==> src/scalerPkg.sv <==
package scalerPkg;

    localparam int PixelWidth = 8;
    localparam int FracBits = 8;                        // Blend fraction
    localparam int CoeffWidth = FracBits + 1;           // Q1.8
    localparam int ScaleIntBits = 4;
    localparam int ScaleFracBits = 14;
    localparam int ScaleWidth = ScaleIntBits + ScaleFracBits;
    localparam int ResWidth = 11;                       // Sizes are given minus 1
    localparam int PosWidth = ResWidth + ScaleFracBits;

    typedef logic [PixelWidth-1:0] pixelT;
    typedef logic [CoeffWidth-1:0] coeffT;
    typedef logic [ScaleWidth-1:0] scaleT;              // Q4.14 step per output pixel
    typedef logic [ResWidth-1:0] resT;
    typedef logic [PosWidth-1:0] posT;                  // Input coordinate, integer then fraction

    // Q1.8 constants
    localparam coeffT CoeffOne = coeffT'(1 << FracBits);
    localparam coeffT CoeffHalf = coeffT'(1 << (FracBits - 1));

    // Write side FSM
    typedef enum logic [1:0] {WsIdle, WsRead, WsDone} writeStateT;

    // Read side FSM
    typedef enum logic [1:0] {RsWait, RsLine, RsDone} readStateT;

endpackage

==> src/coeffGen.sv <==
`timescale 1ns/1ps

module coeffGen import scalerPkg::*; (
    input  logic clk,
    input  logic start,
    input  posT xPos,
    input  posT yPos,
    input  logic nearestNeighbor,
    output coeffT coeff00,
    output coeffT coeff01,
    output coeffT coeff10,
    output coeffT coeff11
);
    coeffT xBlend;                      // Weight of the right column
    coeffT yBlend;                      // Weight of the bottom line
    coeffT xInv;
    coeffT yInv;
    logic xHigh;
    logic yHigh;

    // Q1.8 product, rounded with half minus one then scaled back
    function automatic coeffT weight(coeffT a, coeffT b);
        logic [2*CoeffWidth-1:0] prod;
        prod = (2*CoeffWidth)'(a) * (2*CoeffWidth)'(b) + (2*CoeffWidth)'(CoeffHalf - 1'b1);
        return coeffT'(prod >> FracBits);
    endfunction

    assign xInv = CoeffOne - xBlend;
    assign yInv = CoeffOne - yBlend;
    assign xHigh = xBlend >= CoeffHalf;     // Closer to the right neighbor
    assign yHigh = yBlend >= CoeffHalf;     // Closer to the bottom neighbor

    always_ff @(posedge clk or posedge start) begin
        if (start) begin
            xBlend <= '0;
            yBlend <= '0;
            coeff00 <= '0;
            coeff01 <= '0;
            coeff10 <= '0;
            coeff11 <= '0;
        end else begin
            // Top fraction bits of each position
            xBlend <= {1'b0, xPos[ScaleFracBits-1 -: FracBits]};
            yBlend <= {1'b0, yPos[ScaleFracBits-1 -: FracBits]};
            if (nearestNeighbor) begin
                coeff00 <= (!xHigh && !yHigh) ? CoeffOne : '0;
                coeff01 <= (xHigh && !yHigh) ? CoeffOne : '0;
                coeff10 <= (!xHigh && yHigh) ? CoeffOne : '0;
                coeff11 <= (xHigh && yHigh) ? CoeffOne : '0;
            end else begin
                coeff00 <= weight(xInv, yInv);
                coeff01 <= weight(xBlend, yInv);
                coeff10 <= weight(xInv, yBlend);
                coeff11 <= weight(xBlend, yBlend);
            end
        end
    end

endmodule

==> config.mk <==
export PLATFORM = sky130hd
export DESIGN_NAME = coeffGen
export DESIGN_NICKNAME = d
export VERILOG_FILES = /design/src/scalerPkg.sv /design/src/coeffGen.sv
export SDC_FILE = /design/constraint.sdc
export NUM_CORES = 1
export LEC_CHECK = 0
export BUFFER_PORTS_ARGS = -buffer_cell sky130_fd_sc_hd__buf_2
export CAP_MARGIN = 40
export CORE_UTILIZATION = 30
export DETAILED_ROUTE_END_ITERATION = 8
export PLACE_DENSITY = 0.5
export SYNTH_ARGS = -nofsm -noshare
export SYNTH_HDL_FRONTEND = slang
export SYNTH_SLANG_ARGS = --single-unit
==> constraint.sdc <==
create_clock -name clk -period 8.2 [get_ports clk]
set_input_delay 1.23 -clock clk [delete_from_list [all_inputs] [get_ports clk]]
set_output_delay 1.23 -clock clk [all_outputs]
set_load 0.1 [all_outputs]
== Yosys cells after proc, flatten, opt, wreduce, memory -nomap -nowiden ==
Index checks and enable logic that the tools add are counted.
Storage, ports and cells
  register bits: 52
  input bits: 53
  output and inout bits: 36
Cells by class
  $add $sub $neg: 6
  multipliers: 4
  order comparisons: 2
  multiplexer cells: 8
  reductions and logical operators: 6
Operators with widths (count)
  2-to-1 mux 9 bit: 8
  adder 17 x 7 -> 17 bit (second input constant): 3
  subtractor 9 x 8 -> 9 bit (first input constant): 2
  adder 16 x 7 -> 17 bit (second input constant): 1
  multiplier 8 x 9 -> 17 bit: 1
  multiplier 9 x 8 -> 17 bit: 1
  multiplier 9 x 9 -> 17 bit: 1
  >= comparator 8 bit (second input constant): 2
  multiplier 8 x 8 -> 16 bit: 1
  logical AND 1 bit: 4
  logical NOT 1 bit: 2

== Depth between registers and ports, before layout ==
  depth in word-level cells: 5
  mapped depth: 24
  gate-level depth less buffers: 22

== Worst setup path before layout ==
Ideal clock, no wire load.
  kind: register to register
  from: register xBlend[3]
  to: register coeff00[8]
  data arrival time: 5644 ps
  slack: 2424 ps
  stages on the path, launching flop included: 24
  path buffers: 2
  period minus slack after synthesis: 5776 ps
  path through: dfrtp_1 clkbuf_1 nor2_1 nand3_1 nor2_1 xnor2_1 clkbuf_1 nand2_1 fa_1 inv_1 fa_1 fa_1 fa_1 inv_1 fa_1 inv_1 ha_1 a21oi_1 o21ai_0 a31oi_1 o21ai_1 o41ai_1 xnor2_1 o21ai_1
On the way
  cells in the longest elaborated chain, start to end: 5
RTL lines
  start: declaration: RTL line coeffGen.sv:14  | coeffT xBlend;
  start signal: assignment: RTL line coeffGen.sv:43  | xBlend <= {1'b0, xPos[ScaleFracBits-1 -: FracBits]};
  branches (longest 4 deep; another with multiplier 9 x 9 -> 17 bit)
  2-to-1 mux 9 bit (*): RTL line coeffGen.sv:45  | if (nearestNeighbor) begin
  end signal: assignment: RTL line coeffGen.sv:46  | coeff00 <= (!xHigh && !yHigh) ? CoeffOne : '0;
  end signal: assignment: RTL line coeffGen.sv:51  | coeff00 <= weight(xInv, yInv);
  end: declaration: RTL line coeffGen.sv:9  | output coeffT coeff00,
Mark *: on every way between the ends.

== Worst setup path in the final report ==
  from: register yBlend[1]
  to: register coeff00[8]
On the way
  cells in the longest elaborated chain, start to end: 5
RTL lines
  start: declaration: RTL line coeffGen.sv:15  | coeffT yBlend;
  start signal: assignment: RTL line coeffGen.sv:44  | yBlend <= {1'b0, yPos[ScaleFracBits-1 -: FracBits]};
  branches (longest 4 deep; another with multiplier 9 x 9 -> 17 bit)
  2-to-1 mux 9 bit (*): RTL line coeffGen.sv:45
Marks and branches as above.

==> impl_metrics.prom <==
# TYPE chip_impl_metric gauge
chip_impl_metric{name="max_cap_viol_count",unit=""} 0
chip_impl_metric{name="finalHoldViolations",unit=""} 0
chip_impl_metric{name="postSynthCellCount",unit=""} 1167
chip_impl_info{name="timing.rr.end",value="coeff00[8]"} 1
chip_impl_metric{name="wl_met2",unit="mm"} 11.5
chip_impl_metric{name="grt_first_pass_wirelength",unit="mm"} 42.6
chip_impl_metric{name="synth.cell_area",unit="um^2"} 10800
chip_impl_metric{name="fp.dieH",unit="um"} 192
chip_impl_metric{name="post_cts_setup_buffer_count",unit=""} 0
chip_impl_metric{name="report.final.setup_viol",unit=""} 0
chip_impl_metric{name="h-tree-depth",unit=""} 2
chip_impl_info{name="hold_path.class",value="reg2reg"} 1
chip_impl_info{name="timing.critical_path.from_type",value="flip-flop"} 1
chip_impl_metric{name="crit_arrival",unit="ns"} 6.96
chip_impl_metric{name="layout_min_cycle_time",unit="ns"} 6.76
chip_impl_metric{name="area_occupied_by_registers",unit="um^2"} 1300
chip_impl_metric{name="initial_core_utilization",unit="%"} 30.4
chip_impl_metric{name="timing.setup.tns",unit="ns"} 0
chip_impl_metric{name="synthesis.nets",unit=""} 1558
chip_impl_metric{name="required",unit="ns"} 8.41
chip_impl_metric{name="remaining_overflow_grt",unit=""} 0
chip_impl_metric{name="port_buffers",unit=""} 54
chip_impl_info{name="clock_tree_from_tritoncts",value="built"} 1
chip_impl_metric{name="post-place-ws",unit="ns"} 1.45
chip_impl_metric{name="fp.dieArea",unit="um^2"} 36800
chip_impl_metric{name="critical_path.max_stage_delay",unit="ns"} 0.71
chip_impl_metric{name="fin_cells",unit=""} 1670
chip_impl_metric{name="finalNetCount",unit=""} 1599
chip_impl_info{name="layout.cells.most_common",value="inv_1"} 1
chip_impl_metric{name="yosysUniqueCellTypes",unit=""} 50
chip_impl_metric{name="yosys_register_bits",unit=""} 52
chip_impl_metric{name="resized_gates_after_cts",unit=""} 0
chip_impl_metric{name="drtIter0Drc",unit=""} 264
chip_impl_info{name="critical_path.endpoint_type",value="flip-flop"} 1
chip_impl_metric{name="critical_path_peak_fanout",unit=""} 11
chip_impl_metric{name="timing.clock.skew",unit="ns"} 0.00600
chip_impl_metric{name="placed_cells_incl_taps",unit=""} 1662
chip_impl_metric{name="yosys_warnings",unit=""} 0
chip_impl_metric{name="ir_drop",unit="mV"} 0.211
chip_impl_metric{name="drtPass1Iterations",unit=""} 4
chip_impl_metric{name="die_w",unit="um"} 192
chip_impl_metric{name="dp.final_hpwl",unit="mm"} 19.5
chip_impl_metric{name="post-route-period-util",unit="%"} 82.4
chip_impl_metric{name="fp.coreArea",unit="um^2"} 35500
chip_impl_metric{name="area_used_by_multi_input_combinational_logic",unit="um^2"} 8450
chip_impl_metric{name="drcViolationCount",unit=""} 0
chip_impl_metric{name="post_route_cells_drive_above_1_share",unit="%"} 8.19
chip_impl_metric{name="syn_area_per_cell",unit="um^2"} 9.25
chip_impl_info{name="topRoutingLayerUsed",value="met4"} 1
chip_impl_metric{name="clk-insertion-delay-late",unit="ns"} 0.33
chip_impl_metric{name="boundaryPins",unit=""} 89
chip_impl_metric{name="timing_worst_slew_pin_value",unit="ns"} 0.965
chip_impl_metric{name="slew_headroom",unit="%"} 35.6
chip_impl_info{name="final_cell_mix",value="225 x inv_1, 186 x fa_1, 152 x ha_1, 144 x nand2_1, 119 x and2_1"} 1
chip_impl_metric{name="insertedDiodeCount",unit=""} 0
chip_impl_metric{name="p_leak",unit="nW"} 6.35
chip_impl_metric{name="largest_net_degree_at_the_start_of_global_routing",unit=""} 53
chip_impl_metric{name="drt-wirelength-per-cell",unit="um"} 15.0
chip_impl_info{name="worst_setup_path_startpoint",value="yBlend[1]"} 1
chip_impl_metric{name="antenna_violations_before_repair",unit=""} 0
chip_impl_info{name="root_cell_of_the_clock_tree",value="clkbuf_16"} 1
chip_impl_metric{name="post_cts_hold_buffer_count",unit=""} 0
chip_impl_metric{name="grt_usage",unit="%"} 15.0
chip_impl_metric{name="number_of_buffers_inserted_during_clock_tree_synthesis",unit=""} 5
chip_impl_info{name="worst_setup_ep",value="coeff00[8]"} 1
chip_impl_metric{name="final_report_max_slew_violation_count",unit=""} 0
chip_impl_metric{name="route.vias.total",unit=""} 7607
chip_impl_metric{name="r2r_setup_slack",unit="ns"} 1.44
chip_impl_info{name="regToRegStartpoint",value="yBlend[1]"} 1
chip_impl_info{name="crit_type",value="reg2reg"} 1
chip_impl_metric{name="cts-root-to-sink-buffers",unit=""} 2
chip_impl_metric{name="vias_cell",unit=""} 4.56
chip_impl_metric{name="area_growth",unit="%"} 9.44
chip_impl_metric{name="postSynth.asyncResetShare",unit="%"} 100
chip_impl_metric{name="drt_wl_total",unit="mm"} 25.0
chip_impl_metric{name="ant_nets",unit=""} 0
chip_impl_metric{name="rows",unit=""} 69
chip_impl_metric{name="worst_r2r_path_depth",unit=""} 22
chip_impl_metric{name="clock_sinks",unit=""} 52
chip_impl_info{name="synthFlopType",value="dfrtp_1"} 1
chip_impl_metric{name="first_global_vias",unit=""} 8132
chip_impl_metric{name="final.fill_count",unit=""} 3693
chip_impl_metric{name="seq_area_frac_synth",unit="%"} 12.0
chip_impl_metric{name="p_per_area",unit="nW/um^2"} 282
chip_impl_metric{name="layout_setup_ws",unit="ns"} 1.44
chip_impl_info{name="cp_cell_sequence",value="buf_4 > inv_1 > nand3_1 > nor2_1 > xnor2_1 > nand2_1 > inv_1 > ha_1 > fa_1 > fa_1 > fa_1 > inv_1 > fa_1 > inv_1 > ha_1 > o211ai_1 > a21oi_1 > a31oi_1 > o21ai_1 > o41ai_1 > xnor2_1 > o21ai_1"} 1
chip_impl_metric{name="met1Wirelength",unit="mm"} 12.4
chip_impl_metric{name="met3WireLength",unit="um"} 844
chip_impl_metric{name="routability_congestion_estimate",unit=""} 0.778
chip_impl_metric{name="worst_setup_hold_path_clk_slew",unit="ns"} 0.07
chip_impl_info{name="outcome",value="finished clean"} 1
chip_impl_metric{name="number_of_enable_flip_flop_cells_after_synthesis",unit=""} 0
chip_impl_info{name="rsz0062_at_grt",value="no"} 1
chip_impl_info{name="crit_path_top_delay_cell",value="xnor2_1"} 1
chip_impl_metric{name="fmaxAchievable",unit="MHz"} 148
## metal layers
metal | vias up | GRT usage, %
met5 | - | 0
met4 | 0 | 3.21
met3 | 14 | 2.39
met2 | 91 | 24.3
met1 | 3834 | 21.0
li1 | 3668 | -
## cell type report
type,count,area share [%]
well taps,461,4.88
multi-input cells,839,71.5
clock inverters,3,0.159
flip-flops and latches,52,11.0
repair buffers,84,4.19
clock buffers,5,1.06
inverters,226,7.18
## Yosys cell counts (3+ instances only)
cell type | instances | area, um^2
a211o_1 | 3 | 26.3
a211oi_1 | 6 | 45.0
a21o_1 | 12 | 90.1
a21oi_1 | 28 | 140
a31oi_1 | 4 | 25.0
and2_1 | 119 | 744
and3_1 | 3 | 18.8
buf_1 | 3 | 11.3
clkbuf_1 | 45 | 169
dfrtp_1 | 52 | 1300
fa_1 | 186 | 3720
ha_1 | 152 | 1900
inv_1 | 226 | 848
nand2_1 | 144 | 541
nand2b_1 | 3 | 18.8
nand3_1 | 9 | 45.0
nand4_1 | 3 | 18.8
nand4b_1 | 3 | 26.3
nor2_1 | 42 | 158
nor2b_1 | 4 | 25.0
nor3_1 | 11 | 55.1
nor4_1 | 4 | 25.0
o21a_1 | 6 | 45.0
o21ai_0 | 16 | 80.1
o21ai_1 | 5 | 25.0
or3_1 | 3 | 18.8
xnor2_1 | 24 | 210
xor2_1 | 24 | 210
## state kept, by name, summed over array words and instances (netlist names)
name,flops
coeff11,9
coeff01,9
yBlend,8
xBlend,8
coeff00,9
coeff10,9
## worst min path at each step
stage | start | to | slack [ns] | cells after the start
2_1_floorplan | yBlend[7] | coeff00[8] | 0.57 | 2
3_3_place_gp | xBlend[7] | coeff01[8] | 0.78 | 3
3_5_place_dp | xBlend[7] | coeff01[8] | 0.77 | 3
4_1_cts | xBlend[7] | coeff01[8] | 0.80 | 3
5_1_grt | xBlend[7] | coeff01[8] | 0.87 | 3
6_report | xBlend[7] | coeff01[8] | 0.80 | 3
## power by group
group | internal [mW] | switching, mW
logic | 1.01 | 1.73
clock network | 0.113 | 0.119
registers | 0.329 | 0.0275
total | 1.46 | 1.87
## through the flow
stage | instance area, um^2 | hold WS [ns] | utilization, % | total power, mW
2_1_floorplan | 10800 | 0.573 | - | 2.57
3_3_place_gp | 11700 | 0.785 | 32.9 | 3.10
3_5_place_dp | 11700 | 0.765 | 32.9 | 3.13
4_1_cts | 11800 | 0.798 | 33.3 | 3.40
5_1_grt | 11800 | 0.873 | 33.3 | 3.76
6_report | 11800 | 0.798 | 33.3 | 3.33
## worst max-delay path: cells and delay by family, from the launching register on
kind            cells  cell delay [ns]
simple gates        3             0.48
buf+inv             5             0.51
fa+ha+maj           6             2.47
flops               1             0.66
compound gates      6             1.53
xor+xnor            2             0.96
## logic make-up (layout without fill, tap and decap cells)
family | Yosys count | in the layout | share of synthesized area (%)
multiplexers | 1 | 1 | 0.0927
adder cells (fa/ha/maj) | 338 | 338 | 52.1
flip-flops | 52 | 52 | 12.0
AND/OR/NAND/NOR | 355 | 355 | 16.2
XOR/XNOR | 48 | 48 | 3.89
AO/OA/AOI/OAI | 97 | 97 | 6.02
buffers and inverters | 276 | 318 | 9.67
(Power assumes the default switching activity.)
