### src/scalerPkg.sv
package scalerPkg;

    localparam int PixelWidth = 8;
    localparam int FracBits = 8;                        // Blend fraction
    localparam int CoeffWidth = FracBits + 1;           // Q1.8
    localparam int ScaleIntBits = 4;
    localparam int ScaleFracBits = 14;
    localparam int ScaleWidth = ScaleIntBits + ScaleFracBits;
    localparam int ResWidth = 11;                       // Sizes are given minus 1
    localparam int PosWidth = ResWidth + ScaleFracBits;

    typedef logic [PixelWidth-1:0] pixelT;
    typedef logic [CoeffWidth-1:0] coeffT;
    typedef logic [ScaleWidth-1:0] scaleT;              // Q4.14 step per output pixel
    typedef logic [ResWidth-1:0] resT;
    typedef logic [PosWidth-1:0] posT;                  // Input coordinate, integer then fraction

    // Q1.8 constants
    localparam coeffT CoeffOne = coeffT'(1 << FracBits);
    localparam coeffT CoeffHalf = coeffT'(1 << (FracBits - 1));

    // Write side FSM
    typedef enum logic [1:0] {WsIdle, WsRead, WsDone} writeStateT;

    // Read side FSM
    typedef enum logic [1:0] {RsWait, RsLine, RsDone} readStateT;

endpackage

### src/lineWriter.sv
`timescale 1ns/1ps

module lineWriter import scalerPkg::*; #(
    parameter int BufferDepth = 4
) (
    input  logic clk,
    input  logic start,
    input  pixelT inPixel,
    input  logic inValid,
    input  resT inputXRes,
    input  resT inputYRes,
    input  scaleT yScale,
    input  logic [$clog2(BufferDepth+1)-1:0] fillCount,
    output logic inReady,
    output logic writeEnable,
    output resT writeAddress,
    output pixelT writePixel,
    output logic advanceWrite,
    output logic twoLinesReady,
    output logic allWritten
);
    localparam int ProdWidth = ResWidth + ScaleWidth;

    writeStateT state;
    resT colCount;                      // Column of the next pixel
    resT rowCount;                      // Input row being received
    resT lineK;                         // Output line of the tracked top neighbor
    resT neededLine;                    // floor(lineK * yScale)
    logic [ProdWidth-1:0] neededProd;
    logic keepLine;                     // Current row goes into the ring
    logic accept;
    logic lastCol;

    assign neededProd = ProdWidth'(lineK) * ProdWidth'(yScale);
    assign neededLine = neededProd[ScaleFracBits +: ResWidth];

    assign inReady = (state == WsRead) && (fillCount < BufferDepth);   // Stall when ring is full
    assign accept = inValid && inReady;
    assign lastCol = colCount == inputXRes;
    assign writeEnable = accept && keepLine;   // Unused rows are taken but dropped
    assign writeAddress = colCount;
    assign writePixel = inPixel;
    assign advanceWrite = writeEnable && lastCol;
    assign allWritten = state == WsDone;

    // Walk the output lines until the needed line catches up with the current row,
    // so the decision for the following row is ready at the end of this one
    always_ff @(posedge clk or posedge start) begin
        if (start) begin
            lineK <= '0;
        end else if (neededLine < rowCount) begin
            lineK <= lineK + 1'b1;
        end
    end

    always_ff @(posedge clk or posedge start) begin
        if (start) begin
            state <= WsIdle;
            colCount <= '0;
            rowCount <= '0;
            keepLine <= 1'b1;           // Row 0 always needed
            twoLinesReady <= 1'b0;
        end else begin
            case (state)
                WsIdle: state <= WsRead;
                WsRead: begin
                    if (accept && lastCol) begin
                        colCount <= '0;
                        rowCount <= rowCount + 1'b1;
                        // Next row kept if it is the needed line or the one below it
                        keepLine <= neededLine <= resT'(rowCount + 1'b1);
                        if (rowCount == resT'(1)) begin
                            twoLinesReady <= 1'b1;
                        end
                        if (rowCount == inputYRes) begin
                            state <= WsDone;
                        end
                    end else if (accept) begin
                        colCount <= colCount + 1'b1;
                    end
                end
                default: ;                  // Frame finished, wait for start
            endcase
        end
    end

endmodule

### config.mk
export PLATFORM = sky130hd
export DESIGN_NAME = lineWriter
export DESIGN_NICKNAME = d
export VERILOG_FILES = /design/src/scalerPkg.sv /design/src/lineWriter.sv
export SDC_FILE = /design/constraint.sdc
export NUM_CORES = 1
export LEC_CHECK = 0
export BUFFER_PORTS_ARGS = -buffer_cell sky130_fd_sc_hd__buf_4
export CORE_MARGIN = 1
export CORE_UTILIZATION = 56
export CTS_CLUSTER_DIAMETER = 200
export DETAILED_ROUTE_END_ITERATION = 10
export GPL_ROUTABILITY_DRIVEN = 0
export PLACE_DENSITY = 0.89
export SLEW_MARGIN = 25
export SYNTH_ARGS = -nofsm -noshare
export SYNTH_HDL_FRONTEND = slang
export SYNTH_SLANG_ARGS = --single-unit
### constraint.sdc
create_clock -name clk -period 6.5 [get_ports clk]
set_input_delay 0.325 -clock clk [delete_from_list [all_inputs] [get_ports clk]]
set_output_delay 0.325 -clock clk [all_outputs]
set_load 0.01 [all_outputs]
### Word-level counts from Yosys, hierarchy flattened

Index checks and enable logic that the tools add are counted.

| cells by class | value |
|---|---|
| add/subtract/negate cells | 3 |
| $mul | 1 |
| divide/modulo/power cells | 0 |
| $lt $le $gt $ge | 3 |
| equal/unequal tests | 7 |
| shift-type cells | 0 |
| muxes and demuxes | 5 |
| bitwise logic cells | 0 |
| reduce and logical (&&, ||, !) cells | 12 |

Operators by type and width:

| operator | number |
|---|---|
| $add 11x1->11 const B | 3 |
| $mul 11x18->25 | 1 |
| $eq 11x11->1 | 2 |
| $mux 11 | 2 |
| $eq 11x1->1 const B | 1 |
| $le 11x11->1 | 1 |
| $lt 11x11->1 | 1 |
| $reduce_and 3->1 | 2 |
| $logic_and 1x1->1 | 5 |
| $mux 2 | 2 |
| $ne 2x1->1 const B | 2 |
| $pmux 2 s2 | 1 |
| $reduce_and 2->1 | 2 |
| $reduce_bool 2->1 | 2 |
| $lt 3x3->1 const B | 1 |
| $eq 2x1->1 const B | 1 |
| $eq 2x2->1 const B | 1 |
| $logic_not 2->1 | 1 |

| storage, ports and cells | value |
|---|---|
| register bits | 37 |
| latch bits | 0 |
| bits in writable memories | 0 |
| bits in read-only memories | 0 |
| bits of input ports | 54 |
| output and inout bits | 24 |
| logic and storage cells | 37 |
| memories | 0 |

### Logic depth before layout (Yosys ltp)

Gate-level depths: netlist of the first run.

| depth | value |
|---|---|
| depth after elaboration | 6 |
| depth in mapped cells | 29 |
| depth with buffers taken out | 27 |

### Worst setup path before layout of the first run

OpenSTA, ideal clock, no wires.

| timing path | value |
|---|---|
| path kind | flip-flop to flip-flop |
| from | reg lineK[5] |
| to | reg lineK[1] |
| setup time | 125 ps |
| arrival time | 6603 ps |
| required time | 6375 ps |
| path slack | -228 ps |
| cell stages (with the launch flop) | 27 |
| buffers on the path | 2 |
| period minus slack after synthesis | 6728 ps |
| cell sequence | dfrtp_1 -> clkbuf_1 -> clkbuf_1 -> nand2_1 -> fa_1 -> inv_1 -> fa_1 -> fa_1 -> fa_1 -> inv_1 -> fa_1 -> inv_1 -> ha_1 -> and4_4 -> nand2_1 -> o21a_1 -> a41oi_2 -> a21oi_2 -> o21ai_1 -> xor2_1 -> ha_1 -> o21a_1 -> o21a_1 -> o21ai_0 -> a31oi_1 -> nor2_2 -> mux2_2 |

| on the way | value |
|---|---|
| cells in the longest elaborated chain, start to end | 2 |

RTL lines:

| item | line | text |
|---|---|---|
| start, declared | lineWriter.sv:27 | `resT lineK;` |
| start signal, assigned | lineWriter.sv:52 | `lineK <= lineK + 1'b1;` |
| $mul 11x18->25 | lineWriter.sv:34 | `assign neededProd = ProdWidth'(lineK) * ProdWidth'(yScale);` |
| $lt 11x11->1 | lineWriter.sv:51 | `end else if (neededLine < rowCount) begin` |

Every way passes these cells.
A chain may end at the register's enable or synchronous reset.

### Worst setup path after layout of the first run

| timing path | value |
|---|---|
| from | reg lineK[4] |
| to | reg lineK[10] |

| on the way | value |
|---|---|
| cells in the longest elaborated chain, start to end | 2 |
| elaborated cells between the ends (all ways) | 3 |
| those cells by class | add/sub (1); mul (1); order compare (1) |

RTL lines:

| item | line |
|---|---|
| $mul 11x18->25 | lineWriter.sv:34 |
| $lt 11x11->1 | lineWriter.sv:51 |

Parallel ways exist; a longest one is shown, timed or not.

==> metrics, run 1 <==
failing checks setup timing; hpwl dp 15.13 mm; DRC violation count after routing 0; CP bufs+invs 7; actual slew at the worst max-slew pin 762.7 ps; Register Area 938.4 µm²; setup TNS -5990 ps; Top cell by count, worst path fa_1; die span in y 122.2 µm; main combinational cell family by area after synthesis adder cells; post-route ant nets 0; fraction of registers with async set/reset 100.0%; DR pass1 iterations 5; CTS Sinks 37; leading cell type in the layout, fill and taps excluded inv_1; post-synthesis adder-cell area fraction 45.16%; clock slew at reported path FFs 60 ps; Area Overhead vs Synth 18.95%; Max Cap Viol 0; nets 1,275; GR Util All Layers 28.10%; Starting Density 57.87%; DR vias/cell 5.875; CTS root buf clkbuf_16; Slew Viols, Final 0; I/O Pins 78; Reg2Reg Capture Point lineK[10]; vias in the first global route 6,933; Remaining Overflow, GRT 0; hold-fix buffers at CTS 0; CTS Buffer Depth 2; run status finished with violations; core area 13,990 µm²; Core Rows 43; critical path type register to register; xor/xnor cell area share of the yosys netlist 7.898%; TritonCTS Buffers 5; Hold Vio Cnt, Final 0; RSZ-0062 raised after global routing true; via count 7,003; Fillers 906; clock period minus worst slack 7229 ps; register bit total from synthesis 37; Post-synth EDFFs 0; Worst Path Max Fanout 6; WL/cell 19.55 µm; synth warn 0; layout cells sized above 1 22.63%; Worst path slowest cell fa_1; simple-gate share of the synthesized area 19.07%; slowest stage delay, CP 610 ps; ys flop type dfrtp_1; later-pin clock latency in the skew report 290 ps; most frequent cells in the layout inv_1, buf_4, nand2_1; initial antenna violation count 0; worst reg2reg path startpoint lineK[4]; Largest delay share family, worst path adder cells; Critical Path RT 6690 ps; post-synth top area cell fa_1; Cells after Synth 910; first-pass GRT wire length 32.93 mm; synth unique cells 58; final worst slack -728.9 ps; largest net degree at the start of global routing 38; sequential-to-total area share from yosys stat 11.45%; final clock skew 11.02 ps; Die Area 14,940 µm²; FF-to-FF path depth 28; crit share post-route 111.2%; crit path capture type register; critical path data arrival time 7420 ps; Hold Crit Class input port to async pin; First DRT Iteration DRCs 668; Die Wd 122.2 µm; area of the multi-input gates 6580 µm²; maximum clock frequency 138.3 MHz; IO Port Bufs 59; Reg2Reg Setup Slack -730 ps; CTS tree built; DP Worst Slack -218.3 ps; crit start category register; setup violators final 12; mux cell area share after synthesis 0.2628%; complex-gate fraction of the synthesized area 5.410%; Slew headroom 49.15%; Syn Area/Cell 8.896 µm²; ant diodes 0; Synth area leaders fa_1, ha_1, dfrtp_1; Mapped Nets 1,174; Cell Area, Synth 8095 µm²; Synth top area share 33.88%; Final Hold Slack 163.4 ps; H-tree depth 2; total length of routed wires 23.30 mm
==> worst max path at each step <==
stage | start | endpoint | slack [ps] | cells past startpoint
after floorplan | lineK[4] | lineK[1] | 3 | 26
after global routing | lineK[4] | lineK[10] | -810 | 28
final | lineK[4] | lineK[10] | -730 | 28
after CTS | lineK[4] | lineK[9] | 3 | 27
after global placement | yScale[3] | lineK[9] | -30 | 28
after detailed placement | yScale[3] | lineK[9] | -220 | 28
==> flip-flops by register name (all words and copies together), names as in the netlist <==
| name | flops |
|---|---|
| keepLine | 1 |
| lineK | 11 |
| rowCount | 11 |
| state | 2 |
| twoLinesReady | 1 |
| writeAddress | 11 |
==> tightest hold or removal path: cells and delay by family <==
| family | cells | cell delay, ps |
|---|---|---|
| buffers and inverters | 3 | 570 |
==> kinds of logic (layout without fill, tap and decap cells) <==
group,Yosys count,after routing
multiplexers,2,2
flip-flops,37,37
buffers and inverters,216,318
adder cells (fa/ha/maj),210,210
AND/OR/NAND/NOR,305,305
XOR/XNOR,73,73
AO/OA/AOI/OAI,67,67
==> synthesized netlist by cell type, drive strengths merged, types with 8 or more instances <==
cell type,number
ha,73
nand4,17
o21ai,21
xor2,16
buf,15
nand2,146
fa,137
and3,9
and2,70
nor2,18
nand3,10
xnor2,57
clkbuf,38
inv,163
o21a,8
a21oi,16
dfrtp,36
==> final cells by class <==
class | instances | share of cell area (%)
Clock buffer | 6 | 1.338
Clock inverter | 2 | 0.1040
Inverter | 163 | 6.354
Multi-Input combinational cell | 657 | 68.33
Sequential cell | 37 | 9.745
Tap cell | 180 | 2.339
Timing Repair Buffer | 147 | 11.79
==> routing by layer <==
layer	wire length, µm	part of all wire, %	global-route usage, %	up-vias
met5	0	0	0	-
met4	1361	5.8	8.308	0
met3	2040	8.8	4.926	126
met2	11680	50	48.88	452
met1	8220	35	35.77	3442
li1	-	-	-	2983
==> per-stage QoR <==
| step | instances | utilization [%] | cell area (µm²) |
|---|---|---|---|
| 2_1_floorplan | 910 | - | 8133 |
| 3_3_place_gp | 1149 | 63.65 | 8904 |
| 3_5_place_dp | 1149 | 63.65 | 8904 |
| 4_1_cts | 1168 | 65.79 | 9203 |
| 5_1_grt | 1192 | 68.84 | 9629 |
| 6_report | 1192 | 68.84 | 9629 |
==> timing repair <==
item / CTS / global route
pin swaps: 16 / 52
endpoints found under the setup margin: 11 / 12
setup buffers: 11 / 24
resized for setup: 24 / 49
Power of run 1 is left out: the tool's default activity adds up to more than one toggle a clock period on the data nets, which glitch-free logic cannot reach.
==> run 2, diff against run 1 <==
Settings changed: ABC_CLOCK_PERIOD_IN_PS set to 6500, CORE_ASPECT_RATIO set to 1.1, CORE_MARGIN 1 to unset.
==> metrics, run 2 (synthesized netlist as in run 1, its figures left out) <==
Slew headroom 55.56%; ant diodes 0; DR vias/cell 5.631; Hold Crit Class input port to async pin; Fillers 980; Worst path slowest cell fa_1; TritonCTS Buffers 5; leading cell type in the layout, fill and taps excluded inv_1; CTS Sinks 37; CTS tree built; nets 1,260; via count 6,673; RSZ-0062 raised after global routing true; run status finished with violations; crit start category register; final clock skew 2.926 ps; Starting Density 57.97%; Worst Path Max Fanout 7; initial antenna violation count 0; slowest stage delay, CP 550 ps; WL/cell 17.35 µm; crit share post-route 100.6%; DR pass1 iterations 6; Worst setup startpoint lineK[3]; layout cells sized above 1 21.46%; setup violators final 5; vias in the first global route 7,137; Slew Viols, Final 0; critical path type register to register; I/O Pins 78; final worst slack -39.43 ps; actual slew at the worst max-slew pin 666.6 ps; post-layout util 68.02%; Critical Path RT 6670 ps; Final Hold Slack 155.2 ps; hpwl dp 15.18 mm; IO Port Bufs 59; clock period minus worst slack 6539 ps; clock slew at reported path FFs 60 ps; core area 13,960 µm²; GR Util All Layers 28.28%; Die Wd 116.6 µm; Area Overhead vs Synth 17.33%; First DRT Iteration DRCs 438; later-pin clock latency in the skew report 290 ps; post-route ant nets 0; CTS root buf clkbuf_16; Max Cap Viol 0; most frequent cells in the layout inv_1, nand2_1, fa_1; Reg2Reg Capture Point lineK[2]; dpl cell area 8936 µm²; worst reg2reg path startpoint lineK[3]; die span in y 128.1 µm; crit path capture type register; Core Rows 45; H-tree depth 2; Die Area 14,940 µm²; Top cell by count, worst path fa_1; fin area 9498 µm²; total length of routed wires 20.56 mm; maximum clock frequency 152.9 MHz; FF-to-FF path depth 28; CTS Buffer Depth 2; Hold Vio Cnt, Final 0; critical path data arrival time 6710 ps; first-pass GRT wire length 33.09 mm; Reg2Reg Setup Slack -40 ps; Remaining Overflow, GRT 0; largest net degree at the start of global routing 38; failing checks setup timing; DRC violation count after routing 0
==> run 2: cell types whose count changed in the layout (fill, tap and decap cells not counted), moves of 2 or more <==
cell | previous run | this run
xor2_1 | 14 | 16
xor2_2 | 2 | 0
buf_4 | 141 | 127
nand2_2 | 6 | 2
o21ai_0 | 12 | 14
inv_1 | 158 | 156
nand2_1 | 140 | 143
inv_2 | 5 | 7
==> run 2: area by class of cell <==
class | instances | area (µm²) | area share, %
clock buffers | 5 | 125.1 | 1.317
well taps | 188 | 235.2 | 2.477
inverters | 163 | 611.8 | 6.442
repair buffers | 132 | 1010 | 10.63
flip-flops and latches | 37 | 938.4 | 9.880
clock inverters | 3 | 17.52 | 0.1844
multi-input cells | 657 | 6560 | 69.07
==> run 2: repair_timing <==
action | in CTS | in global routing
hold endpoints to repair | 0 | 0
pin swaps | 9 | 42
hold buffers | 0 | 0
setup buffers | 6 | 12
resized for setup | 20 | 50
endpoints found under the setup margin | 12 | 12
==> run 2: worst max-delay path: cells and delay by family, from the launching register on <==
| family | cells | cell delay, ps |
|---|---|---|
| xor+xnor | 2 | 360 |
| flops | 1 | 450 |
| compound gates | 8 | 1370 |
| fa+ha+maj | 7 | 3060 |
| buf+inv | 6 | 600 |
| simple gates | 5 | 570 |
==> run 2: per-stage QoR <==
step | std cells | setup TNS, ps | setup WS, ps
CTS | 1174 | 0 | 8.097
detailed placement | 1160 | -1938 | -333.5
floorplan | 910 | 0 | 2.773
global route | 1185 | -3036 | -296.0
finish | 1185 | -121.5 | -39.43
global placement | 1160 | -617.4 | -102.6
==> run 2: routing by layer <==
layer  vias to the layer above  wire [µm]  GRT usage [%]
li1                       2947          -              -
met1                      3355       7564          34.45
met2                       297      11110          49.84
met3                        74       1182          3.499
met4                         0        710          12.36
met5                         -          0              0
==> run 2: how the worst max path moves through the flow <==
stage	cells past startpoint	slack, ps	to
5_1_grt	27	-300	lineK[2]
3_5_place_dp	23	-330	lineK[10]
2_1_floorplan	26	3	lineK[1]
3_3_place_gp	26	-100	lineK[7]
4_1_cts	27	8	lineK[6]
6_report	28	-40	lineK[2]
Power of run 2 is left out for the same reason.
