$ cat src/scalerPkg.sv
package scalerPkg;

    localparam int PixelWidth = 8;
    localparam int FracBits = 8;                        // Blend fraction
    localparam int CoeffWidth = FracBits + 1;           // Q1.8
    localparam int ScaleIntBits = 4;
    localparam int ScaleFracBits = 14;
    localparam int ScaleWidth = ScaleIntBits + ScaleFracBits;
    localparam int ResWidth = 11;                       // Sizes are given minus 1
    localparam int PosWidth = ResWidth + ScaleFracBits;

    typedef logic [PixelWidth-1:0] pixelT;
    typedef logic [CoeffWidth-1:0] coeffT;
    typedef logic [ScaleWidth-1:0] scaleT;              // Q4.14 step per output pixel
    typedef logic [ResWidth-1:0] resT;
    typedef logic [PosWidth-1:0] posT;                  // Input coordinate, integer then fraction

    // Q1.8 constants
    localparam coeffT CoeffOne = coeffT'(1 << FracBits);
    localparam coeffT CoeffHalf = coeffT'(1 << (FracBits - 1));

    // Write side FSM
    typedef enum logic [1:0] {WsIdle, WsRead, WsDone} writeStateT;

    // Read side FSM
    typedef enum logic [1:0] {RsWait, RsLine, RsDone} readStateT;

endpackage

$ cat src/blendDatapath.sv
`timescale 1ns/1ps

module blendDatapath import scalerPkg::*; (
    input  logic clk,
    input  logic start,
    input  pixelT pix00,
    input  pixelT pix01,
    input  pixelT pix10,
    input  pixelT pix11,
    input  coeffT coeff00,
    input  coeffT coeff01,
    input  coeffT coeff10,
    input  coeffT coeff11,
    input  logic clampRight,
    input  logic issue,
    output pixelT outPixel,
    output logic outValid
);
    localparam int ProdWidth = PixelWidth + CoeffWidth;
    localparam int SumWidth = ProdWidth + 2;

    pixelT pixReg00, pixReg01, pixReg10, pixReg11;
    logic [ProdWidth-1:0] product00, product01, product10, product11;
    logic [SumWidth-1:0] sum;
    logic clampDly;                     // Lines up with the ring read data
    logic [2:0] issueDly;

    assign sum = SumWidth'(product00) + SumWidth'(product01)
               + SumWidth'(product10) + SumWidth'(product11);

    always_ff @(posedge clk or posedge start) begin
        if (start) begin
            clampDly <= 1'b0;
            issueDly <= '0;
            outValid <= 1'b0;
        end else begin
            clampDly <= clampRight;
            issueDly <= {issueDly[1:0], issue};    // Ring, neighbor, product stages
            outValid <= issueDly[2];               // Sum stage
        end
    end

    always_ff @(posedge clk) begin
        pixReg00 <= pix00;
        pixReg01 <= clampDly ? pix00 : pix01;   // Right edge repeats the last column
        pixReg10 <= pix10;
        pixReg11 <= clampDly ? pix10 : pix11;
        product00 <= ProdWidth'(pixReg00) * ProdWidth'(coeff00);
        product01 <= ProdWidth'(pixReg01) * ProdWidth'(coeff01);
        product10 <= ProdWidth'(pixReg10) * ProdWidth'(coeff10);
        product11 <= ProdWidth'(pixReg11) * ProdWidth'(coeff11);
        outPixel <= pixelT'(sum >> FracBits);   // Drop fraction, keep low 8 bits
    end

endmodule

$ cat config.mk
export PLATFORM = sky130hd
export DESIGN_NAME = blendDatapath
export DESIGN_NICKNAME = d
export VERILOG_FILES = /design/src/scalerPkg.sv /design/src/blendDatapath.sv
export SDC_FILE = /design/constraint.sdc
export NUM_CORES = 1
export LEC_CHECK = 0
export ABC_AREA = 0
export BUFFER_PORTS_ARGS = -buffer_cell sky130_fd_sc_hd__buf_4
export CORE_ASPECT_RATIO = 1.4
export CORE_MARGIN = 5
export CORE_UTILIZATION = 43
export CTS_CLUSTER_DIAMETER = 150
export DETAILED_ROUTE_END_ITERATION = 10
export GPL_TIMING_DRIVEN = 0
export PLACE_DENSITY_LB_ADDON = 0.08
export SLEW_MARGIN = 20
export SYNTH_ARGS = -nofsm -noshare
export SYNTH_HDL_FRONTEND = slang
export SYNTH_SLANG_ARGS = --single-unit
$ cat constraint.sdc
create_clock -name clk -period 7.25 [get_ports clk]
set_input_delay 1.45 -clock clk [delete_from_list [all_inputs] [get_ports clk]]
set_output_delay 1.45 -clock clk [all_outputs]
set_load 0.005 [all_outputs]
## Yosys cells after proc, flatten, opt, wreduce, memory -nomap -nowiden

Index checks and enable logic that the tools add are counted.
W data, S select, Z words.

| storage, ports and cells | value |
|---|---|
| logic and storage cells | 21 |
| memory bits (writable) | 0 |
| latch bits | 0 |
| output and inout bits | 9 |
| memories kept | 0 |
| memory bits (read-only) | 0 |
| register bits after elaboration | 109 |

| operators by class | value |
|---|---|
| divide/modulo/power cells | 0 |
| bitwise logic cells | 0 |
| $mul | 4 |
| shift-type cells | 0 |
| magnitude comparators | 0 |
| muxes and demuxes | 2 |
| $add $sub $neg | 3 |
| reductions and logical operators | 0 |
| equal/unequal tests | 0 |

Operators by type and width:

| operator | count |
|---|---|
| $mul A8 B9 Y16 | 4 |
| $add A16 B16 Y16 | 3 |
| $mux W8 | 2 |

## Logic depth before layout (Yosys ltp)

Gate-level depths: netlist of the first run.

| depth | value |
|---|---|
| depth after elaboration | 3 |
| gate-level depth with buffers | 16 |

## Worst setup path after synthesis of the first run

No wires, ideal clock.

| path | value |
|---|---|
| kind | input to register |
| start point | input port coeff11[5] |
| end point | register product11[13] |
| data required time | 7.155 ns |
| setup time | 0.095 ns |
| setup slack | 2.235 ns |
| stages on the path | 14 |
| data arrival time | 4.920 ns |
| cell sequence | nand2_1 -> fa_1 -> fa_1 -> inv_1 -> fa_1 -> inv_1 -> fa_1 -> inv_1 -> ha_1 -> a21oi_1 -> a21boi_1 -> o211ai_1 -> or4b_1 -> o311ai_1 |

| between the ends | value |
|---|---|
| cells in the longest elaborated chain, start to end | 1 |

RTL lines:

| element | RTL line | RTL |
|---|---|---|
| from (decl) | blendDatapath.sv:13 | `input coeffT coeff11,` |
| $mul A8 B9 Y16 | blendDatapath.sv:51 | `product11 <= ProdWidth'(pixReg11) * ProdWidth'(coeff11);` |
| to (signal assigned) | blendDatapath.sv:51 |  |
| to (decl) | blendDatapath.sv:23 | `logic [ProdWidth-1:0] product00, product01, product10, product11;` |

No other way between the ends.

## Worst setup path in the final report of the first run

| path | value |
|---|---|
| start point | input port coeff10[5] |
| end point | register product10[13] |

| between the ends | value |
|---|---|
| cells in the longest elaborated chain, start to end | 1 |

RTL lines:

| element | RTL line | RTL |
|---|---|---|
| from (decl) | blendDatapath.sv:12 | `input coeffT coeff10,` |
| $mul A8 B9 Y16 | blendDatapath.sv:50 | `product10 <= ProdWidth'(pixReg10) * ProdWidth'(coeff10);` |
| to (signal assigned) | blendDatapath.sv:50 |  |
| to (decl) | blendDatapath.sv:23 |  |

No other way between the ends.

==> flow_summary.toml, run 1 <==
[critical_path]
required_ps = 7450
cp-start-kind = "primary input"
rr_worst_depth = 15
endpoint_kind = "flop"
reg2reg_setup_slack_ps = 2600
cp_max_fo = 8
crit_arrival_ps = 5450
criticalPathCategory = "in -> reg"

[die]
core.rowCount = 74
io_pins = 81
core-area_um2 = 28980
die_area_um2 = 32760
die_w_um = 154.4
die_h_um = 212.2
initial_core_util = 0.4332

[min_path]
hp-class = "reg -> reg"
min_path_cells = 0

[placed_design]
dp.cells = 1744
io_buffers = 80
place_hpwl_mm = 24.21
dpl-instance-area_um2 = 13630
globalplace.congestion = 0.7866

[detailed_routing]
viasPerCell = 4.833
ant_nets = 0
dr_total_vias = 8506
drcViolationCount = 0
drt_iter0_drc = 237
drtPass1Iterations = 6
wl_per_cell_um = 16.12
totalWireLength_mm = 28.37

[sta]
post-route-period-util = 0.7249
finalSetupViolations = 0
tightest_slew_ps = 575.2
final_max_slew_viol_count = 0
rsz0062_at_grt = "false"
skew_ps = 13.95
slew_headroom = 0.6165
fin_crit_ps = 5256
finalSetupTns_ps = 0
finalHoldViolations = 0
fmaxAchievable_ghz = 0.1903

[status]
outcome = "finished, final reports clean"

[synthesis]
synthCells = 1284
async_reset_ff_frac = 0.04587
ys_warn_count = 0
synthFlopType = "dfxtp_1"
syn_area_um2 = 12550
avgSynthCellArea_um2 = 9.778
yosys.area.top_type = "fa_1"
netlist.area_leader.share = 0.3078
synth_common_cells = "254 x inv_1, 221 x and2_1, 193 x fa_1"
synth-edff-count = 0
synthTopCellsByArea = "fa_1 31%, dfxtp_1 17%, ha_1 15%"
yosysMostFrequentCell = "inv_1"
synth_seq_cells = 109
ys_types = 53
synth-seq-area-share = 0.1758
synth_nets = 1702

[global_route]
grt_overflow_total = 0
grt_pass1_vias = 9406
grt_max_degree = 23
grt_usage = 0.1845
grt_pass1_wl_mm = 47.80
antenna_found_initial = 4

[finish]
area_delta_synth_final_pct = 11.24
final_cells = 1760
final_cell_area_um2 = 13970
antenna_cells = 0
nets = 1793
drive_above_1_share = 0.08768

[clock_tree]
cts.clk_slew.worst_paths_ps = 80
cts-root-buf = "clkbuf_16"
cts_max_level = 3
cts_num_sinks = 109
ctsResizeCount = 0
clk_latency_ps = 370
cts_made_buffers = 9
cts_buffer_depth = 2
cts_tree = "done"
ctsHoldBuffers = 0
postCtsSetupBuffers = 0

[power_and_ir_drop]
p_int_mw = 3.166
powerDensity_nw_per_um2 = 431.2
share_comb_of_total_power = 0.739
seqPwrFrac = 0.171
p_sw_frac = 0.4743
switchingPower_mw = 2.856
pwr-share-clk = 0.090
leakagePower_nw = 6.977
ir_drop_mv = 0.4651

[job]
drv_cap = 0
## per-layer routing
metal | track usage | share of wire | vias to the layer above
met3 | 0.02749 | 0.037 | 35
met1 | 0.2272 | 0.42 | 4196
li1 | - | - | 4147
met5 | 0 | 0.00039 | -
met2 | 0.3373 | 0.52 | 124
met4 | 0.04875 | 0.024 | 4
## power groups by stage
stage	Sequential, mW	Combinational (mW)	Clock [mW]
4_1_cts	1.04	4.53	0.558
3_5_place_dp	1.05	4.46	0
3_3_place_gp	1.05	4.47	0
6_report	1.03	4.45	0.540
5_1_grt	1.05	5.10	0.581
2_1_floorplan	0.978	3.44	0
## kinds of logic (layout without fill, tap and decap cells)
group	Yosys count	after routing	share of synthesized area
fa+ha+maj	346	346	0.4602
simple gates	379	379	0.1666
mux	18	18	0.01595
buf+inv	256	352	0.07664
compound gates	111	111	0.05940
flops	109	109	0.1758
xor+xnor	65	65	0.04535
## cells in the final DEF, fill, tap and decap left out, types with 4 or more instances in the layout
master and count:
buf_4 80, o21ai_0 9, mux2_2 16, clkbuf_16 10, inv_1 254, nor3_1 7
nor2b_1 7, fa_1 193, ha_1 153, a211oi_1 4, dfrtp_1 5, nand2b_1 8
o211ai_1 5, and2_1 221, o21ai_1 10, a21o_1 8, xor2_1 7, dfxtp_1 104
a21oi_1 40, xnor2_1 58, o21bai_1 6, nand2_1 98, nor2_1 21
## critical path, stage by stage
cell and delay (ps):
buf_4 130, nand2_1 80, fa_1 510, fa_1 540, inv_1 50, fa_1 480, inv_1 50, fa_1 480
inv_1 60, ha_1 350, and2_1 170, o21ai_1 90, a21oi_1 220, or2_1 160, a21oi_1 100, o311ai_1 530
## through the flow
stage | hold WS [ps] | utilization | worst slack, ps | power, mW
after floorplan | 331.2 | - | 2235 | 4.417
after global placement | 335.3 | 0.4703 | 1598 | 5.520
after detailed placement | 337.3 | 0.4703 | 1645 | 5.507
after CTS | 362.3 | 0.4819 | 1988 | 6.122
after global routing | 373.9 | 0.4819 | 1737 | 6.736
final | 360.4 | 0.4819 | 1994 | 6.022
## sequential cells by signal, summed over array words and instances, names as in the netlist
| name | count |
|---|---|
| clampDly | 1 |
| issueDly | 3 |
| outPixel | 8 |
| outValid | 1 |
| pixReg00 | 8 |
| pixReg01 | 8 |
| pixReg10 | 8 |
| pixReg11 | 8 |
| product00 | 16 |
| product01 | 16 |
| product10 | 16 |
| product11 | 16 |
## final cells by class
| class | instances | area (um^2) |
|---|---|---|
| buffer | 2 | 8.758 |
| clock buffer | 10 | 250.2 |
| clock inverter | 6 | 85.08 |
| fill | 2790 | 15010 |
| inverter | 254 | 953.4 |
| multi-input combinational | 919 | 9385 |
| sequential | 109 | 2207 |
| tap | 380 | 475.5 |
| timing repair buffer | 80 | 600.6 |
## final timing paths
kind | startpoint | to
max reg2reg | pixReg10[2] | product10[13]
max | coeff10[5] | product10[13]
min | issueDly[0] | issueDly[1]
max in group asynchronous | start | outValid
min reg2reg | issueDly[0] | issueDly[1]
min in group asynchronous | start | clampDly
(Power assumes the default switching activity.)
==> inputs of run 2 (changes only) <==
Clock period 7.25 ns to 5.05 ns, I/O delays scaled along.
==> flow_summary.toml, run 2 (synthesis results as in run 1) <==
[sta]
tightest_slew_ps = 575.2
finalSetupViolations = 0
finalHoldViolations = 0
hold_slack_ps = 360.4
skew_ps = 15.17
final_max_slew_viol_count = 0
fmaxAchievable_ghz = 0.2142
fin_crit_ps = 4668
slew_headroom = 0.6165
post-route-period-util = 0.9243
rsz0062_at_grt = "false"

[die]
die_area_um2 = 32760
core.rowCount = 74
io_pins = 81
die_w_um = 154.4
core-area_um2 = 28980
die_h_um = 212.2
initial_core_util = 0.4332

[finish]
nets = 1793
layout_commonest_cell = "inv_1"
fill_cells = 2793
register_area_um2 = 2207
drive_above_1_share = 0.08841
multi_input_area_um2 = 9393
most-common-layout-cells = "254 x inv_1, 221 x and2_1, 193 x fa_1"
antenna_cells = 0
area_delta_synth_final_pct = 11.30

[clock_tree]
ctsHoldBuffers = 0
postCtsSetupBuffers = 0
cts_made_buffers = 9
cts-root-buf = "clkbuf_16"
cts_buffer_depth = 2
cts.clk_slew.worst_paths_ps = 80
cts_max_level = 3
cts_tree = "done"
ctsResizeCount = 0
clk_latency_ps = 370
cts_num_sinks = 109

[detailed_routing]
drt_iter0_drc = 228
wl_per_cell_um = 16.11
drcViolationCount = 0
totalWireLength_mm = 28.35
dr_total_vias = 8509
viasPerCell = 4.835
drtPass1Iterations = 6
ant_nets = 0

[placed_design]
place_hpwl_mm = 24.21
io_buffers = 80
globalplace.congestion = 0.7866

[critical_path]
crit_arrival_ps = 4900
r2r-start = "pixReg10[2]"
required_ps = 5280
r2r_end = "product10[13]"
endpoint_kind = "flop"
criticalPathCategory = "in -> reg"
cp-start-kind = "primary input"
reg2reg_setup_slack_ps = 560
cp_max_fo = 8
rr_worst_depth = 15

[min_path]
min_path_cells = 0
hp-start = "issueDly[0]"
hp-class = "reg -> reg"
worst_hold_path.endpoint = "issueDly[1]"

[global_route]
grt_usage = 0.1845
grt_pass1_wl_mm = 47.80
grt_overflow_total = 0
grt_max_degree = 23
antenna_found_initial = 4
grt_pass1_vias = 9406

[power_and_ir_drop]
p_sw_frac = 0.4734
p_int_mw = 4.549
finalPower_mw = 8.638
ir_drop_mv = 0.6636
share_comb_of_total_power = 0.739
switchingPower_mw = 4.089
powerDensity_nw_per_um2 = 618.2
leakagePower_nw = 6.978
pwr-share-clk = 0.090
seqPwrFrac = 0.171

[status]
outcome = "finished, final reports clean"

[job]
drv_cap = 0
[run 2: worst max-delay path by stage]
stage                     from             to  slack, ps  cells past startpoint
finish              coeff10[5]  product10[13]        380                     16
floorplan           coeff11[5]  product11[13]        480                     14
CTS                 coeff10[5]  product10[13]        230                     16
detailed placement  coeff10[5]  product10[13]       -110                     16
global route        coeff10[5]  product10[13]        130                     16
global placement    coeff10[5]  product10[13]       -160                     16
[run 2: worst max-delay path, cell delays in order]
cell,delay [ps]
buf_4,130
nand2_1,80
fa_1,510
fa_1,540
inv_1,50
fa_1,480
inv_1,50
fa_1,480
inv_1,60
ha_1,350
and2_1,170
o21ai_1,100
a21oi_1,210
or2_1,150
a21oi_1,110
o311ai_2,400
[run 2: final cells by class]
type | count | area share
flip-flops and latches | 109 | 0.1580
repair buffers | 80 | 0.04298
multi-input cells | 919 | 0.6722
inverters | 254 | 0.06823
well taps | 380 | 0.03403
clock inverters | 6 | 0.006089
clock buffers | 10 | 0.01791
plain buffers | 2 | 0.0006268
[run 2: power by group through the flow]
stage,combinational [mW],clock [mW],sequential (mW)
floorplan,4.94,0,1.40
global placement,6.42,0,1.50
detailed placement,6.40,0,1.50
CTS,6.50,0.801,1.49
global route,7.33,0.834,1.51
finish,6.38,0.775,1.48
[run 2: per-layer routing]
metal / part of all wire / track usage / wire, um
met2: 0.52 / 0.3373 / 14810
met5: 0.00039 / 0 / 11
met4: 0.024 / 0.04875 / 681
met3: 0.037 / 0.02749 / 1044
met1: 0.42 / 0.2272 / 11800
[run 2: through the flow]
step           setup WS [ps]  TNS [ps]    util  area, um^2  std cells
3_5_place_dp          -114.8    -114.8  0.4703       13630       1744
5_1_grt                131.7         0  0.4822       13970       1760
4_1_cts                227.5         0  0.4819       13970       1760
3_3_place_gp          -162.1    -162.1  0.4703       13630       1744
6_report               382.2         0  0.4822       13970       1760
2_1_floorplan          475.0         0       -       12550       1284
==> inputs of run 3 (changes only) <==
Settings changed: ABC_AREA 0 to 1, TNS_END_PERCENT set to 100.
==> flow_summary.toml, run 3 <==
[status]
outcome = "finished, final reports clean"

[synthesis]
async_reset_ff_frac = 0.04587
synthTopCellsByArea = "fa_1 27%, inv_1 15%, nand2_1 15%"
synth_xor_area_frac = 0.02514
synth-edff-count = 0
muxShareOfSynthArea = 0.01261
synth_common_cells = "566 x inv_1, 562 x nand2_1, 193 x fa_1"
yosys.area.top_type = "fa_1"
syn_area_um2 = 14280
synth_nets = 2357
synthFlopType = "dfxtp_1"
synthCells = 1939
ys_types = 31
synth_top_family_by_area = "adder cells"
synth_seq_cells = 109
yosysMostFrequentCell = "inv_1"
synth-seq-area-share = 0.1545
netlist.area_leader.share = 0.2705
ys_warn_count = 0
synthSimpleGateAreaFrac = 0.2083
synth-compound-area-share = 0.02540
avgSynthCellArea_um2 = 7.367
synthAdderAreaFrac = 0.4045

[critical_path]
crit_arrival_ps = 4700
endpoint_kind = "flop"
cp-start-kind = "primary input"
r2r-start = "pixReg00[2]"
worstSetupStartpoint = "coeff00[4]"
required_ps = 5330
criticalPathCategory = "in -> reg"
cp_max_fo = 8

[clock_tree]
cts_num_sinks = 109
cts_made_buffers = 9
ctsHoldBuffers = 0
cts_buffer_depth = 2
cts_max_level = 3
cts-root-buf = "clkbuf_16"
cts.clk_slew.worst_paths_ps = 80
clk_latency_ps = 380
cts_tree = "done"
ctsResizeCount = 0
postCtsSetupBuffers = 0

[detailed_routing]
ant_nets = 0
totalWireLength_mm = 33.43
viasPerCell = 4.514
drtPass1Iterations = 5
drt_iter0_drc = 479
drcViolationCount = 0
dr_total_vias = 11032
wl_per_cell_um = 13.68

[global_route]
antenna_found_initial = 0
grt_pass1_vias = 11629
grt_usage = 0.1946
grt_pass1_wl_mm = 56.99
grt_overflow_total = 0
grt_max_degree = 20

[power_and_ir_drop]
ir_drop_mv = 0.3850
powerDensity_nw_per_um2 = 659.6
leakagePower_nw = 9.702

[sta]
final_max_slew_viol_count = 0
fmaxAchievable_ghz = 0.2259
finalSetupViolations = 0
finalSetupTns_ps = 0
slew_headroom = 0.6261
tightest_slew_ps = 560.8
fin_crit_ps = 4426
finalHoldViolations = 0
post-route-period-util = 0.8765
skew_ps = 11.21
rsz0062_at_grt = "false"

[min_path]
hp-class = "reg -> reg"
hp-start = "issueDly[0]"

[finish]
most-common-layout-cells = "566 x inv_1, 562 x nand2_1, 193 x fa_1"
layout_commonest_cell = "inv_1"
area_delta_synth_final_pct = 8.330
nets = 2412
postLayoutCoreUtil = 0.4687
fill_cells = 3404
drive_above_1_share = 0.06303
final_cell_area_um2 = 15470
antenna_cells = 0

[placed_design]
dpl-instance-area_um2 = 15170
io_buffers = 44
globalplace.congestion = 0.8820
place_hpwl_mm = 29.23

[die]
core-area_um2 = 33010
io_pins = 81
core.rowCount = 79
die_w_um = 164.0
die_area_um2 = 37010
initial_core_util = 0.4327
die_h_um = 225.7

[job]
drv_cap = 0
run 3: kinds of logic (layout without fill, tap and decap cells):
group	count (synthesis)	count (layout)
AND/OR/NAND/NOR	726	726
buffers and inverters	641	701
adder cells (fa/ha/maj)	346	346
flip-flops	109	109
AO/OA/AOI/OAI	60	60
XOR/XNOR	41	41
multiplexers	16	16
run 3: final timing paths:
check                                end  slack (ps)  cells after the start
setup / recovery           product00[14]         620                     15
hold / removal               issueDly[1]         360                      0
setup reg to reg           product00[14]         750                     15
hold reg to reg              issueDly[1]         360                      0
max in group asynchronous       outValid        4360                      2
min in group asynchronous       clampDly         520                      2
run 3: metal layers:
layer  share of wire  routed length (um)  track usage  vias to the layer above
li1                -                   -            -                     5630
met1            0.41               13660       0.2282                     5223
met2            0.55               18260       0.3742                      146
met3           0.028                 941      0.02538                       33
met4           0.017                 574      0.04277                        0
met5               0                   0            0                        -
run 3: power breakdown:
group | internal, mW | switching, mW
Sequential | 1.23 | 0.182
Combinational | 3.03 | 5.02
Clock | 0.373 | 0.368
Total | 4.64 | 5.57
run 3: final cells by class:
| type | count | area, um^2 | share of cell area |
|---|---|---|---|
| clock inverters | 6 | 52.55 | 0.003396 |
| multi-input cells | 1189 | 9656 | 0.6240 |
| inverters | 571 | 2143 | 0.1385 |
| plain buffers | 70 | 277.8 | 0.01795 |
| repair buffers | 44 | 330.3 | 0.02135 |
| flip-flops and latches | 109 | 2207 | 0.1426 |
| well taps | 445 | 556.8 | 0.03598 |
| clock buffers | 10 | 250.2 | 0.01617 |
run 3: critical path, stage by stage:
cell and delay (ps):
clkbuf_1 370, nand2_1 140, fa_1 510, fa_1 550
inv_1 50, fa_1 480, inv_1 50, fa_1 480
inv_1 40, ha_1 370, nand2_1 140, nor2_1 160
nand3_1 150, nand4_1 120, nand2_1 60
run 3: per-stage QoR:
step,hold WS [ps],worst slack (ps),instances,total power [mW]
3_5_place_dp,342.0,197.3,2428,9.564
3_3_place_gp,338.8,209.3,2428,9.526
2_1_floorplan,331.2,677.2,1939,7.491
5_1_grt,371.7,338.9,2444,11.57
6_report,355.8,623.9,2444,10.21
4_1_cts,358.3,589.7,2444,10.39
